[config.mk]
export PLATFORM = sky130hd
export DESIGN_NAME = issueStage
export DESIGN_NICKNAME = d
export VERILOG_FILES = /design/src/hazardPkg.sv /design/src/ringBuffCtrl.sv /design/src/hazardCheck.sv /design/src/commitSelect.sv /design/src/issueStage.sv
export SDC_FILE = /design/constraint.sdc
export NUM_CORES = 1
export LEC_CHECK = 0
export BUFFER_PORTS_ARGS = -buffer_cell sky130_fd_sc_hd__buf_2
export CORE_UTILIZATION = 50
export DETAILED_ROUTE_END_ITERATION = 6
export GPL_TIMING_DRIVEN = 0
export PLACE_DENSITY = 0.69
export REMOVE_ABC_BUFFERS = 1
export SLEW_MARGIN = 20
export SYNTH_ARGS = -nofsm -noshare
export SYNTH_HDL_FRONTEND = slang
export SYNTH_SLANG_ARGS = --single-unit
[constraint.sdc]
create_clock -name clock -period 4 [get_ports clock]
set_input_delay 0.2 -clock clock [delete_from_list [all_inputs] [get_ports clock]]
set_output_delay 0.2 -clock clock [all_outputs]
set_load 0.02 [all_outputs]
[src/hazardPkg.sv]
// Hazard package
// Sizes, register index widths, opcode encoding and execution latencies
// shared by the issue stage blocks

package hazardPkg;

	//////////////////////////////
	// Table and index sizes
	//////////////////////////////

	// In-flight instructions held by the hazard table
	localparam int NumEntryHazard = 8;

	// Entry number, also the ring-buffer pointer width
	localparam int WidthTag = $clog2(NumEntryHazard);

	// Architectural register number
	localparam int WidthReg = 4;

	// Register number plus the scalar/vector unit bit
	localparam int WidthIdx = WidthReg + 1;

	// Latency counter width
	localparam int WidthLat = 8;

	//////////////////////////////
	// Opcodes
	//////////////////////////////

	typedef enum logic [1:0] {
		opAdd    = 2'b00,
		opMul    = 2'b01,
		opLoad   = 2'b10,
		opBranch = 2'b11  // Stalls the offer port until it commits
	} opcodeE;

	//////////////////////////////
	// Execution latency in cycles
	//////////////////////////////

	localparam logic [WidthLat-1:0] LatAdd    = 8'd1;
	localparam logic [WidthLat-1:0] LatMul    = 8'd3;
	localparam logic [WidthLat-1:0] LatLoad   = 8'd12;  // Longest, sets the worst case
	localparam logic [WidthLat-1:0] LatBranch = 8'd2;

endpackage

[src/ringBuffCtrl.sv]
// Ring-buffer controller
// Hands out table entries in ascending order and frees them oldest first.
// An occupancy count gives the full and empty flags.

`timescale 1ns/1ns

module ringBuffCtrl (
	input  logic                           clock,
	input  logic                           reset,
	input  logic                           writeEnable,  // Allocate at writePtr
	input  logic                           readEnable,   // Free the entry at readPtr
	output logic [hazardPkg::WidthTag-1:0] writePtr,
	output logic [hazardPkg::WidthTag-1:0] readPtr,
	output logic                           full,
	output logic                           empty
);

	logic [hazardPkg::WidthTag:0] count;  // One bit wider to hold a full table

	assign full  = count == (hazardPkg::WidthTag + 1)'(hazardPkg::NumEntryHazard);
	assign empty = count == '0;

	// Pointers wrap on their own, the table size is a power of two
	always_ff @(posedge clock) begin
		if (reset) begin
			writePtr <= '0;
			readPtr  <= '0;
			count    <= '0;
		end else begin
			if (writeEnable)
				writePtr <= writePtr + hazardPkg::WidthTag'(1);
			if (readEnable)
				readPtr <= readPtr + hazardPkg::WidthTag'(1);
			case ({writeEnable, readEnable})
				2'b10:   count <= count + 1'b1;
				2'b01:   count <= count - 1'b1;
				default: count <= count;  // Both or neither
			endcase
		end
	end

	// Overflow or underflow would corrupt the in-order release
	assert property (@(posedge clock) disable iff (reset)
		!(writeEnable && full) && !(readEnable && empty))
		else $error("ringBuffCtrl: write when full or read when empty");

endmodule

[src/hazardCheck.sv]
// Hazard checker
// Compares each offered instruction against the table of issued but
// uncommitted instructions and refuses it on RAW, WAR or WAW, on a full
// table, or while a branch is in flight. RAR is only reported.
// Accepted instructions are written at the ring write pointer, issued one
// cycle later and cleared again on commit.

`timescale 1ns/1ns

module hazardCheck (
	input  logic                           clock,
	input  logic                           reset,
	input  logic                           instrValid,
	input  hazardPkg::opcodeE              instrOp,
	input  logic                           instrIsVec,  // Vector unit operands
	input  logic [hazardPkg::WidthReg-1:0] instrDst,
	input  logic                           instrDstValid,
	input  logic [hazardPkg::WidthReg-1:0] instrSrc1,
	input  logic                           instrSrc1Valid,
	input  logic [hazardPkg::WidthReg-1:0] instrSrc2,
	input  logic                           instrSrc2Valid,
	input  logic                           slice,       // Slicing on, RAR counts
	input  logic                           commitValid,
	input  logic [hazardPkg::WidthTag-1:0] commitTag,
	output logic                           instrReady,
	output logic                           issueValid,
	output hazardPkg::opcodeE              issueOp,
	output logic [hazardPkg::WidthTag-1:0] issueTag,
	output logic [hazardPkg::WidthTag-1:0] rdPtr,       // Oldest entry
	output logic                           rawHazard,
	output logic                           warHazard,
	output logic                           wawHazard,
	output logic                           rarHazard,
	output logic                           branchStall
);

	//////////////////////////////
	// Hazard table
	//////////////////////////////

	logic                           tabValid [hazardPkg::NumEntryHazard];
	hazardPkg::opcodeE              tabOp [hazardPkg::NumEntryHazard];
	logic                           tabBranch [hazardPkg::NumEntryHazard];
	logic [hazardPkg::WidthIdx-1:0] tabDst [hazardPkg::NumEntryHazard];
	logic                           tabDstValid [hazardPkg::NumEntryHazard];
	logic [hazardPkg::WidthIdx-1:0] tabSrc1 [hazardPkg::NumEntryHazard];
	logic                           tabSrc1Valid [hazardPkg::NumEntryHazard];
	logic [hazardPkg::WidthIdx-1:0] tabSrc2 [hazardPkg::NumEntryHazard];
	logic                           tabSrc2Valid [hazardPkg::NumEntryHazard];

	// Unit bit on top, so scalar r3 and vector r3 never meet
	logic [hazardPkg::WidthIdx-1:0] dstIdx;
	logic [hazardPkg::WidthIdx-1:0] src1Idx;
	logic [hazardPkg::WidthIdx-1:0] src2Idx;

	logic [hazardPkg::NumEntryHazard-1:0] rawVec;
	logic [hazardPkg::NumEntryHazard-1:0] warVec;
	logic [hazardPkg::NumEntryHazard-1:0] wawVec;
	logic [hazardPkg::NumEntryHazard-1:0] rarVec;

	logic                           accept;
	logic                           full;
	logic                           empty;
	logic [hazardPkg::WidthTag-1:0] wrPtr;

	assign dstIdx  = {instrIsVec, instrDst};
	assign src1Idx = {instrIsVec, instrSrc1};
	assign src2Idx = {instrIsVec, instrSrc2};

	function automatic logic idxMatch(
		input logic [hazardPkg::WidthIdx-1:0] a,
		input logic                           aValid,
		input logic [hazardPkg::WidthIdx-1:0] b,
		input logic                           bValid
	);
		return aValid && bValid && (a == b);
	endfunction

	//////////////////////////////
	// Dependence comparison
	//////////////////////////////

	always_comb begin
		for (int i = 0; i < hazardPkg::NumEntryHazard; i++) begin
			// Offered source against entry destination
			rawVec[i] = tabValid[i] &
				(idxMatch(src1Idx, instrSrc1Valid, tabDst[i], tabDstValid[i]) |
				 idxMatch(src2Idx, instrSrc2Valid, tabDst[i], tabDstValid[i]));
			// Offered destination against entry sources
			warVec[i] = tabValid[i] &
				(idxMatch(dstIdx, instrDstValid, tabSrc1[i], tabSrc1Valid[i]) |
				 idxMatch(dstIdx, instrDstValid, tabSrc2[i], tabSrc2Valid[i]));
			wawVec[i] = tabValid[i] &
				idxMatch(dstIdx, instrDstValid, tabDst[i], tabDstValid[i]);
			rarVec[i] = tabValid[i] &
				(idxMatch(src1Idx, instrSrc1Valid, tabSrc1[i], tabSrc1Valid[i]) |
				 idxMatch(src1Idx, instrSrc1Valid, tabSrc2[i], tabSrc2Valid[i]) |
				 idxMatch(src2Idx, instrSrc2Valid, tabSrc1[i], tabSrc1Valid[i]) |
				 idxMatch(src2Idx, instrSrc2Valid, tabSrc2[i], tabSrc2Valid[i]));
		end
	end

	// RAR deliberately left out, it never blocks
	assign instrReady = ~full & ~branchStall & ~(|rawVec | |warVec | |wawVec);
	assign accept     = instrValid & instrReady;

	//////////////////////////////
	// Table write and clear
	//////////////////////////////

	always_ff @(posedge clock) begin
		if (reset) begin
			for (int i = 0; i < hazardPkg::NumEntryHazard; i++)
				tabValid[i] <= 1'b0;
		end else begin
			if (commitValid)
				tabValid[commitTag] <= 1'b0;
			if (accept)
				tabValid[wrPtr] <= 1'b1;  // Never the committing entry
		end
	end

	always_ff @(posedge clock) begin
		if (accept) begin
			tabOp[wrPtr]        <= instrOp;
			tabBranch[wrPtr]    <= instrOp == hazardPkg::opBranch;
			tabDst[wrPtr]       <= dstIdx;
			tabDstValid[wrPtr]  <= instrDstValid;
			tabSrc1[wrPtr]      <= src1Idx;
			tabSrc1Valid[wrPtr] <= instrSrc1Valid;
			tabSrc2[wrPtr]      <= src2Idx;
			tabSrc2Valid[wrPtr] <= instrSrc2Valid;
		end
	end

	//////////////////////////////
	// Issue, flags and branch stall
	//////////////////////////////

	assign issueOp = tabOp[issueTag];  // Entry written on the accepting edge

	always_ff @(posedge clock) begin
		if (reset) begin
			issueValid  <= 1'b0;
			rawHazard   <= 1'b0;
			warHazard   <= 1'b0;
			wawHazard   <= 1'b0;
			rarHazard   <= 1'b0;
			branchStall <= 1'b0;
		end else begin
			issueValid <= accept;
			rawHazard  <= instrValid & |rawVec;
			warHazard  <= instrValid & |warVec;
			wawHazard  <= instrValid & |wawVec;
			rarHazard  <= instrValid & slice & |rarVec;
			if (accept && instrOp == hazardPkg::opBranch)
				branchStall <= 1'b1;
			else if (commitValid && tabBranch[commitTag])
				branchStall <= 1'b0;  // Low from the cycle after commit
		end
	end

	always_ff @(posedge clock) begin
		if (accept)
			issueTag <= wrPtr;
	end

	ringBuffCtrl ringBuff (
		.clock       (clock),
		.reset       (reset),
		.writeEnable (accept),
		.readEnable  (commitValid),
		.writePtr    (wrPtr),
		.readPtr     (rdPtr),
		.full        (full),
		.empty       (empty)
	);

	// Commit selector must retire the oldest entry only
	assert property (@(posedge clock) disable iff (reset)
		commitValid |-> !empty && commitTag == rdPtr)
		else $error("hazardCheck: commit of tag %0h, oldest is %0h", commitTag, rdPtr);

	// An accepted instruction never lands on a live entry
	assert property (@(posedge clock) disable iff (reset)
		accept |-> !tabValid[wrPtr])
		else $error("hazardCheck: acceptance into live entry %0h", wrPtr);

endmodule

[src/commitSelect.sv]
// Commit selector
// Models execution latency per opcode with one countdown per table entry
// and retires the oldest entry once its countdown has run out.
// Strictly in order, at most one commit per cycle.

`timescale 1ns/1ns

module commitSelect (
	input  logic                           clock,
	input  logic                           reset,
	input  logic                           issueValid,
	input  logic [hazardPkg::WidthTag-1:0] issueTag,
	input  hazardPkg::opcodeE              issueOp,
	input  logic [hazardPkg::WidthTag-1:0] rdPtr,       // Oldest in-flight entry
	output logic                           commitValid,
	output logic [hazardPkg::WidthTag-1:0] commitTag
);

	logic                           busy [hazardPkg::NumEntryHazard];
	logic [hazardPkg::WidthLat-1:0] count [hazardPkg::NumEntryHazard];
	logic [hazardPkg::WidthLat-1:0] issueLat;
	logic                           commitFire;

	//////////////////////////////
	// Latency lookup
	//////////////////////////////

	always_comb begin
		case (issueOp)
			hazardPkg::opAdd:    issueLat = hazardPkg::LatAdd;
			hazardPkg::opMul:    issueLat = hazardPkg::LatMul;
			hazardPkg::opLoad:   issueLat = hazardPkg::LatLoad;
			hazardPkg::opBranch: issueLat = hazardPkg::LatBranch;
			default:             issueLat = hazardPkg::LatLoad;
		endcase
	end

	// Oldest entry finished
	assign commitFire = busy[rdPtr] && count[rdPtr] == '0;

	//////////////////////////////
	// Per-entry countdown
	//////////////////////////////

	always_ff @(posedge clock) begin
		if (reset) begin
			for (int i = 0; i < hazardPkg::NumEntryHazard; i++)
				busy[i] <= 1'b0;
		end else begin
			for (int i = 0; i < hazardPkg::NumEntryHazard; i++) begin
				if (commitFire && rdPtr == hazardPkg::WidthTag'(i))
					busy[i] <= 1'b0;  // Blocks a second commit of this tag
				else if (issueValid && issueTag == hazardPkg::WidthTag'(i))
					busy[i] <= 1'b1;
			end
		end
	end

	// The issue cycle already counts as the first cycle of execution
	always_ff @(posedge clock) begin
		for (int i = 0; i < hazardPkg::NumEntryHazard; i++) begin
			if (issueValid && issueTag == hazardPkg::WidthTag'(i))
				count[i] <= issueLat - hazardPkg::WidthLat'(1);
			else if (count[i] != '0)
				count[i] <= count[i] - hazardPkg::WidthLat'(1);
		end
	end

	//////////////////////////////
	// Commit pulse
	//////////////////////////////

	always_ff @(posedge clock) begin
		if (reset)
			commitValid <= 1'b0;
		else
			commitValid <= commitFire;
	end

	always_ff @(posedge clock) begin
		if (commitFire)
			commitTag <= rdPtr;
	end

	// Pulse lasts one cycle, the busy bit is gone by then
	assert property (@(posedge clock) disable iff (reset)
		commitValid |=> !commitValid || commitTag != $past(commitTag))
		else $error("commitSelect: tag %0h committed twice in a row", commitTag);

endmodule

[src/issueStage.sv]
// Issue stage top level
// Hazard checker in front, commit selector closing the loop back to it.
// Offer port in, issue and commit handshakes out.

`timescale 1ns/1ns

module issueStage (
	input  logic                           clock,
	input  logic                           reset,
	input  logic                           instrValid,
	input  hazardPkg::opcodeE              instrOp,
	input  logic                           instrIsVec,
	input  logic [hazardPkg::WidthReg-1:0] instrDst,
	input  logic                           instrDstValid,
	input  logic [hazardPkg::WidthReg-1:0] instrSrc1,
	input  logic                           instrSrc1Valid,
	input  logic [hazardPkg::WidthReg-1:0] instrSrc2,
	input  logic                           instrSrc2Valid,
	input  logic                           slice,
	output logic                           instrReady,
	output logic                           issueValid,
	output hazardPkg::opcodeE              issueOp,
	output logic [hazardPkg::WidthTag-1:0] issueTag,
	output logic                           rawHazard,
	output logic                           warHazard,
	output logic                           wawHazard,
	output logic                           rarHazard,
	output logic                           branchStall,
	output logic                           commitValid,
	output logic [hazardPkg::WidthTag-1:0] commitTag
);

	logic [hazardPkg::WidthTag-1:0] rdPtr;  // Oldest entry, for in-order commit

	hazardCheck hazard (
		.clock          (clock),
		.reset          (reset),
		.instrValid     (instrValid),
		.instrOp        (instrOp),
		.instrIsVec     (instrIsVec),
		.instrDst       (instrDst),
		.instrDstValid  (instrDstValid),
		.instrSrc1      (instrSrc1),
		.instrSrc1Valid (instrSrc1Valid),
		.instrSrc2      (instrSrc2),
		.instrSrc2Valid (instrSrc2Valid),
		.slice          (slice),
		.commitValid    (commitValid),
		.commitTag      (commitTag),
		.instrReady     (instrReady),
		.issueValid     (issueValid),
		.issueOp        (issueOp),
		.issueTag       (issueTag),
		.rdPtr          (rdPtr),
		.rawHazard      (rawHazard),
		.warHazard      (warHazard),
		.wawHazard      (wawHazard),
		.rarHazard      (rarHazard),
		.branchStall    (branchStall)
	);

	commitSelect commit (
		.clock       (clock),
		.reset       (reset),
		.issueValid  (issueValid),
		.issueTag    (issueTag),
		.issueOp     (issueOp),
		.rdPtr       (rdPtr),
		.commitValid (commitValid),
		.commitTag   (commitTag)
	);

endmodule

* Word-level counts from Yosys, hierarchy flattened
Memory sizes are Yosys's and may differ from the RTL's. A register that Yosys moved wholly into a read port is not among the register bits.
Cells that the tools add are included.
** Word-level totals
- Logic and storage cells :: 558
- Bits in registers :: 23
- Memories kept :: 11
- Output and inout port bits :: 16
- RAM bits :: 248
** Memory list
- commit.count :: words 8, width 8, read ports 9, clocked after Yosys merged registers in 1, wr ports 8, RTL line commitSelect.sv:20 : logic [hazardPkg::WidthLat-1:0] count [hazardPkg::NumEntryHazard];
- hazard.tabDst :: words 8, width 5, read ports 8, clocked after Yosys merged registers in 0, wr ports 1, RTL line hazardCheck.sv:44 : logic [hazardPkg::WidthIdx-1:0] tabDst [hazardPkg::NumEntryHazard];
- hazard.tabSrc1 :: words 8, width 5, read ports 8, clocked after Yosys merged registers in 0, wr ports 1, RTL line hazardCheck.sv:46 : logic [hazardPkg::WidthIdx-1:0] tabSrc1 [hazardPkg::NumEntryHazard];
- hazard.tabSrc2 :: words 8, width 5, read ports 8, clocked after Yosys merged registers in 0, wr ports 1, RTL line hazardCheck.sv:48 : logic [hazardPkg::WidthIdx-1:0] tabSrc2 [hazardPkg::NumEntryHazard];
- hazard.tabOp :: words 8, width 2, read ports 1, clocked after Yosys merged registers in 1, wr ports 1, RTL line hazardCheck.sv:42 : hazardPkg::opcodeE tabOp [hazardPkg::NumEntryHazard];
- commit.busy :: words 8, width 1, read ports 1, clocked after Yosys merged registers in 1, wr ports 8, RTL line commitSelect.sv:19 : logic busy [hazardPkg::NumEntryHazard];
- 5 more memories
** Operators by class
- Add/subtract/negate cells :: 13
- Multiplexer cells :: 137
- Bitwise logic cells :: 109
- Reductions and logical operators :: 183
- Equal/unequal tests :: 93
** Operator list (count)
- equality test 5 bit :: 72
- logical AND 1 bit :: 163
- two-way mux 1 bit :: 119
- subtractor 8 x 1 -> 8 bit (second input constant) :: 9
- bitwise OR 1 bit :: 66
- two-way mux 8 bit :: 8
- nonzero test 8 bit :: 8
- bitwise AND 1 bit :: 40
- case mux 8 bit (4 select lines) :: 1
- OR reduction 8 bit :: 4
- equality test 3 bit (second input constant) :: 8
- two-way mux 3 bit :: 8
- equality test 3 x 2 -> 1 bit (second input constant) :: 4
- equality test 2 bit (second input constant) :: 4
- zero test 8 bit :: 1
- case mux 4 bit (2 select lines) :: 1
- adder 3 x 1 -> 3 bit (second input constant) :: 2
- equality test 3 x 1 -> 1 bit (second input constant) :: 2
- zero test 3 bit :: 2
- adder 4 x 1 -> 4 bit (second input constant) :: 1
- equality test 2 x 1 -> 1 bit (second input constant) :: 2
- equality test 4 bit (second input constant) :: 1
- nonzero test 2 bit :: 2
- subtractor 4 x 1 -> 4 bit (second input constant) :: 1
- 3 further kinds :: 6

* Longest topological paths before layout
- Depth after elaboration :: 15
- Mapped depth :: 16
- Depth with buffers taken out :: 13

* Cells and area by module
Synthesis repeated with hierarchy kept, for this count alone.
** Unflattened totals
- Cells, all modules :: 1265
- Area total of the unflattened synthesis :: 14562.7 um^2
** By module, submodules not included
- hazardCheck :: cells each 804, area an instance 9634.2 um^2, times used 1
- commitSelect :: cells each 407, area an instance 4390.5 um^2, times used 1
- ringBuffCtrl :: cells each 54, area an instance 538.0 um^2, times used 1

* Worst setup path after synthesis
Ideal clock, no wire load.
- Kind :: reg2reg
- Start :: memory hazard.tabDst[2][4] (netlist bit)
- End :: memory hazard.tabBranch[0] (enable)
- Arrival time :: 3.687 ns
- Data required time :: 3.556 ns
- Setup slack :: -0.131 ns
- Setup time :: 0.444 ns
- Cell stages (with the launch flop) :: 9
- Path through :: edfxtp_1 > xnor2_1 > and3_1 > and4_1 > or4_4 > nor3_2 > nand4_2 > buf_2 > nor4_1
** RTL lines
- from (decl) :: RTL line hazardCheck.sv:44
- to (decl) :: RTL line hazardCheck.sv:43 : logic tabBranch [hazardPkg::NumEntryHazard];

==> impl_metrics.tcl <==
set metrics [dict create \
    outcome "completed" \
    final_nets 1352 \
    cts_tree "yes" \
    dieArea_mm2 0.0296 \
    cts.htree.levels 1 \
    cp_max_fo 11 \
    grt.busiest_layer "met2" \
    numCtsBuffers 30 \
    holdPathStages 5 \
    clockBufferDepth 3 \
    dieHeight_um 172 \
    met1_usage_pct 28.9 \
    ys_ff_latch 264 \
    fin_cells 1710 \
    synth_ff_type "edfxtp_1" \
    area_growth_pct 11.1 \
    power_mw 8.35 \
    async_flop_share_pct 0 \
    holdCritPathClass "primary input to flop" \
    drive_gt1_share_pct 10.4 \
    whs_endpoint "hazard.ringBuff.writePtr[2]" \
    internal_power_mw 6.00 \
    fp.coreArea_mm2 0.0281 \
    fin_crit_ns 3.73 \
    fin_worst_skew_ns 0.0165 \
    rsz0062_at_grt "false" \
    grt_max_degree 33 \
    timing.fmax_ghz 0.268 \
    syn-instance-count 1280 \
    drcViolationCount 0 \
    hold_violations 0 \
    synth_cell_types 62 \
    p_switching_mw 2.35 \
    ant_nets 0 \
    antenna_found_initial 0 \
    clkLatencyLatePin_ns 0.56 \
    arrival_ns 4.20 \
    start_util_pct 51.5 \
    vias_per_cell 5.65 \
    drv_slew 0 \
    r2r_cells 13 \
    path_class "flop to flop" \
    dpl.hpwl_mm 20.8 \
    combPwrFrac_pct 18.6 \
    required_ns 4.47 \
    path_clk_slew_ns 0.06 \
    timing.slew.headroom_pct 25.4 \
    reg2reg_to "hazard.ringBuff.count[3]" \
    io_buffers 37 \
    syn_area_mm2 0.0145 \
    ff2ff_setup_slack_ns 0.27 \
    setup_viol 0 \
    overflow 0 \
    hold_path_startpoint "instrValid" \
    power.density_mw_per_mm2 520 \
    critPathCaptureType "flop" \
    clkPwrFrac_pct 33.5 \
    ir_worst_vdd_uv 385 \
    rr_startpoint "hazard.tabSrc2[1][3]" \
    cts_root_buf "clkbuf_16" \
    fp.dieW_um 172 \
    yosysSeqAreaShare_pct 52.5 \
    vias 9666 \
    power.share.switching_pct 28.2 \
    maxCapViolations 0 \
    totalWireLength_mm 33.0 \
    grt_pass1_wl_mm 52.0 \
    drt_iter0_markers 709 \
    start_kind "flop" \
    met2_usage_pct 40.2 \
    avgSynthCellArea_um2 11.3 \
    ys_warn_count 0 \
    rows 61 \
    tightest_slew_ns 1.12 \
    io_pins 38 \
    fin_crit_sh_pct 93.2 \
    grt_use_total_pct 22.7 \
    dr.pass1.iters 5 \
    wl_per_cell_um 19.3 \
    grt_pass1_vias 9667 \
    power_frac_seq_pct 47.9 \
    fill_cells 2396 \
    clock_sinks 264 \
    routabilityCongestion 0.798 \
    synth_edf_count 230 \
    grt_util_met3_pct 2.88 \
    dp_cells 1650 \
    p_leak_nw 5.58 \
]
[worst max-delay path, stage by stage (launching register included)]
cell and delay [ns]:
edfxtp_1 0.45, xnor2_1 0.16, nand3_1 0.13, nor3_1 0.08
nor4_1 0.52, and4_1 0.50, nand4_4 0.31, ha_1 0.33
ha_1 0.28, a21o_1 0.17, a21oi_1 0.18, xnor2_1 0.10
or3_1 0.30, a21oi_1 0.14
[what timing repair did]
action | CTS | global route
pin swaps | 0 | 1
buffers inserted | 0 | 0
cloned | 0 | 1
hold buffers | 3 | 0
setup endpoints to repair | 20 | 15
resized for setup | 1 | 5
hold endpoints to repair | 17 | 0
[sequential cells by signal, summed over array words and instances (netlist names), 3 cells and up, named ones only]
register                  cells
hazard.tabSrc1Valid           8
hazard.tabDst                40
hazard.tabDstValid            8
hazard.tabSrc2               32
hazard.tabOp                 16
commit.commitTag              3
hazard.ringBuff.count         4
hazard.tabSrc2Valid           8
hazard.issueTag               3
hazard.ringBuff.writePtr      3
hazard.tabValid               8
hazard.tabSrc1               32
commit.count                 56
hazard.tabBranch              8
commit.busy                   8
hazard.ringBuff.readPtr       3
[cell usage after synthesis (6+ instances only)]
library cell | number | area share, %
a21oi_1 | 11 | 0.38
a311o_1 | 6 | 0.42
a311oi_1 | 8 | 0.48
a31oi_1 | 9 | 0.39
and3_1 | 6 | 0.26
buf_2 | 31 | 1.1
buf_4 | 10 | 0.52
clkbuf_1 | 17 | 0.44
dfxtp_1 | 34 | 4.7
edfxtp_1 | 230 | 48
ha_1 | 21 | 1.8
inv_1 | 38 | 0.99
mux2_2 | 6 | 0.47
mux4_2 | 6 | 0.93
nand2_1 | 106 | 2.8
nand2b_1 | 6 | 0.26
nand3_1 | 62 | 2.1
nand4_1 | 25 | 1.1
nor2_1 | 76 | 2.0
nor2b_1 | 6 | 0.26
nor3_1 | 64 | 2.2
nor4_1 | 38 | 1.6
o211ai_1 | 6 | 0.31
o21ai_0 | 35 | 1.2
o31ai_1 | 9 | 0.47
or3_1 | 6 | 0.26
xnor2_1 | 187 | 11
xor2_1 | 154 | 9.3
[final cells by class]
type	instances	area, µm²	area share [%]
multi-input combinational	915	6490	40.4
antenna	1	2.50	0.0156
sequential	264	7590	47.2
clock buffer	48	910	5.66
clock inverter	7	111	0.693
timing repair buffer	59	350	2.18
tap	378	473	2.94
inverter	38	143	0.888
[cell families (layout without fill, tap and decap cells)]
family | Yosys count | after routing | share of synthesized area [%]
XOR/XNOR | 341 | 341 | 20.7
adder cells (fa/ha/maj) | 22 | 22 | 1.96
flip-flops | 264 | 264 | 52.5
AND/OR/NAND/NOR | 426 | 427 | 14.6
multiplexers | 19 | 19 | 1.96
AO/OA/AOI/OAI | 106 | 106 | 5.09
other | 0 | 1 | 0
buffers and inverters | 102 | 152 | 3.28
[power groups by stage]
| stage | registers, mW | logic [mW] | clock network, mW |
|---|---|---|---|
| 6_report | 4.00 | 1.55 | 2.80 |
| 5_1_grt | 4.06 | 1.76 | 2.95 |
| 3_3_place_gp | 4.02 | 1.47 | 0 |
| 3_5_place_dp | 4.04 | 1.55 | 0 |
| 2_1_floorplan | 3.94 | 1.12 | 0 |
| 4_1_cts | 4.00 | 1.56 | 2.85 |
[per-stage QoR]
step	setup WS (ns)	setup TNS (ns)	utilization, %	area (µm²)	hold slack, ns
global placement	-2.81	-299.39	52.6	14800	0.456
detailed placement	-0.789	-52.98	53.3	15000	0.449
global route	0.0861	0	57.2	16100	0.121
finish	0.272	0	57.2	16100	0.102
floorplan	-0.320	-12.14	-	14100	0.269
CTS	0.0988	0	57.1	16000	0.0904
[cell usage in the layout, fill, tap and decap left out, types with 6 or more instances in the layout]
master,Yosys,layout
nand2_1,106,106
nand4_1,25,25
nor3_1,64,58
nor2b_1,6,6
mux4_2,6,6
nand2b_1,6,6
o211ai_1,6,6
dfxtp_1,34,34
a311o_1,6,6
nand3_1,62,62
buf_2,31,40
xnor2_1,187,187
buf_4,10,14
xor2_1,154,154
clkbuf_16,0,31
o21ai_0,35,35
or3_1,6,6
a311oi_1,8,8
and3_1,6,6
clkbuf_1,17,10
nor3_2,1,7
a21oi_1,11,11
ha_1,21,21
mux2_2,6,6
o31ai_1,9,8
inv_1,38,38
a31oi_1,9,9
clkbuf_8,0,7
nor2_1,76,76
nor4_1,38,33
edfxtp_1,230,230
[worst max path at each step]
| stage | from | end | slack [ns] | cells after the start |
|---|---|---|---|---|
| after floorplan | hazard.tabDst[2][4] | hazard.tabBranch[0] | -0.32 | 7 |
| after global routing | hazard.tabSrc2[1][3] | hazard.ringBuff.count[3] | 0.09 | 13 |
| after detailed placement | instrDst[1] | hazard.tabSrc2Valid[4] | -0.79 | 11 |
| after CTS | hazard.tabDst[0][4] | hazard.ringBuff.count[3] | 0.1 | 13 |
| after global placement | instrDst[3] | hazard.tabSrc2Valid[4] | -2.81 | 8 |
| final | hazard.tabSrc2[1][3] | hazard.ringBuff.count[3] | 0.27 | 13 |
[metal layers]
metal	share of wire (%)	wire (µm)
met1	43	14100
met2	50	16500
met3	5.0	1660
met4	2.3	758
met5	0	0
Note: power is estimated with default switching activity, not from simulation.
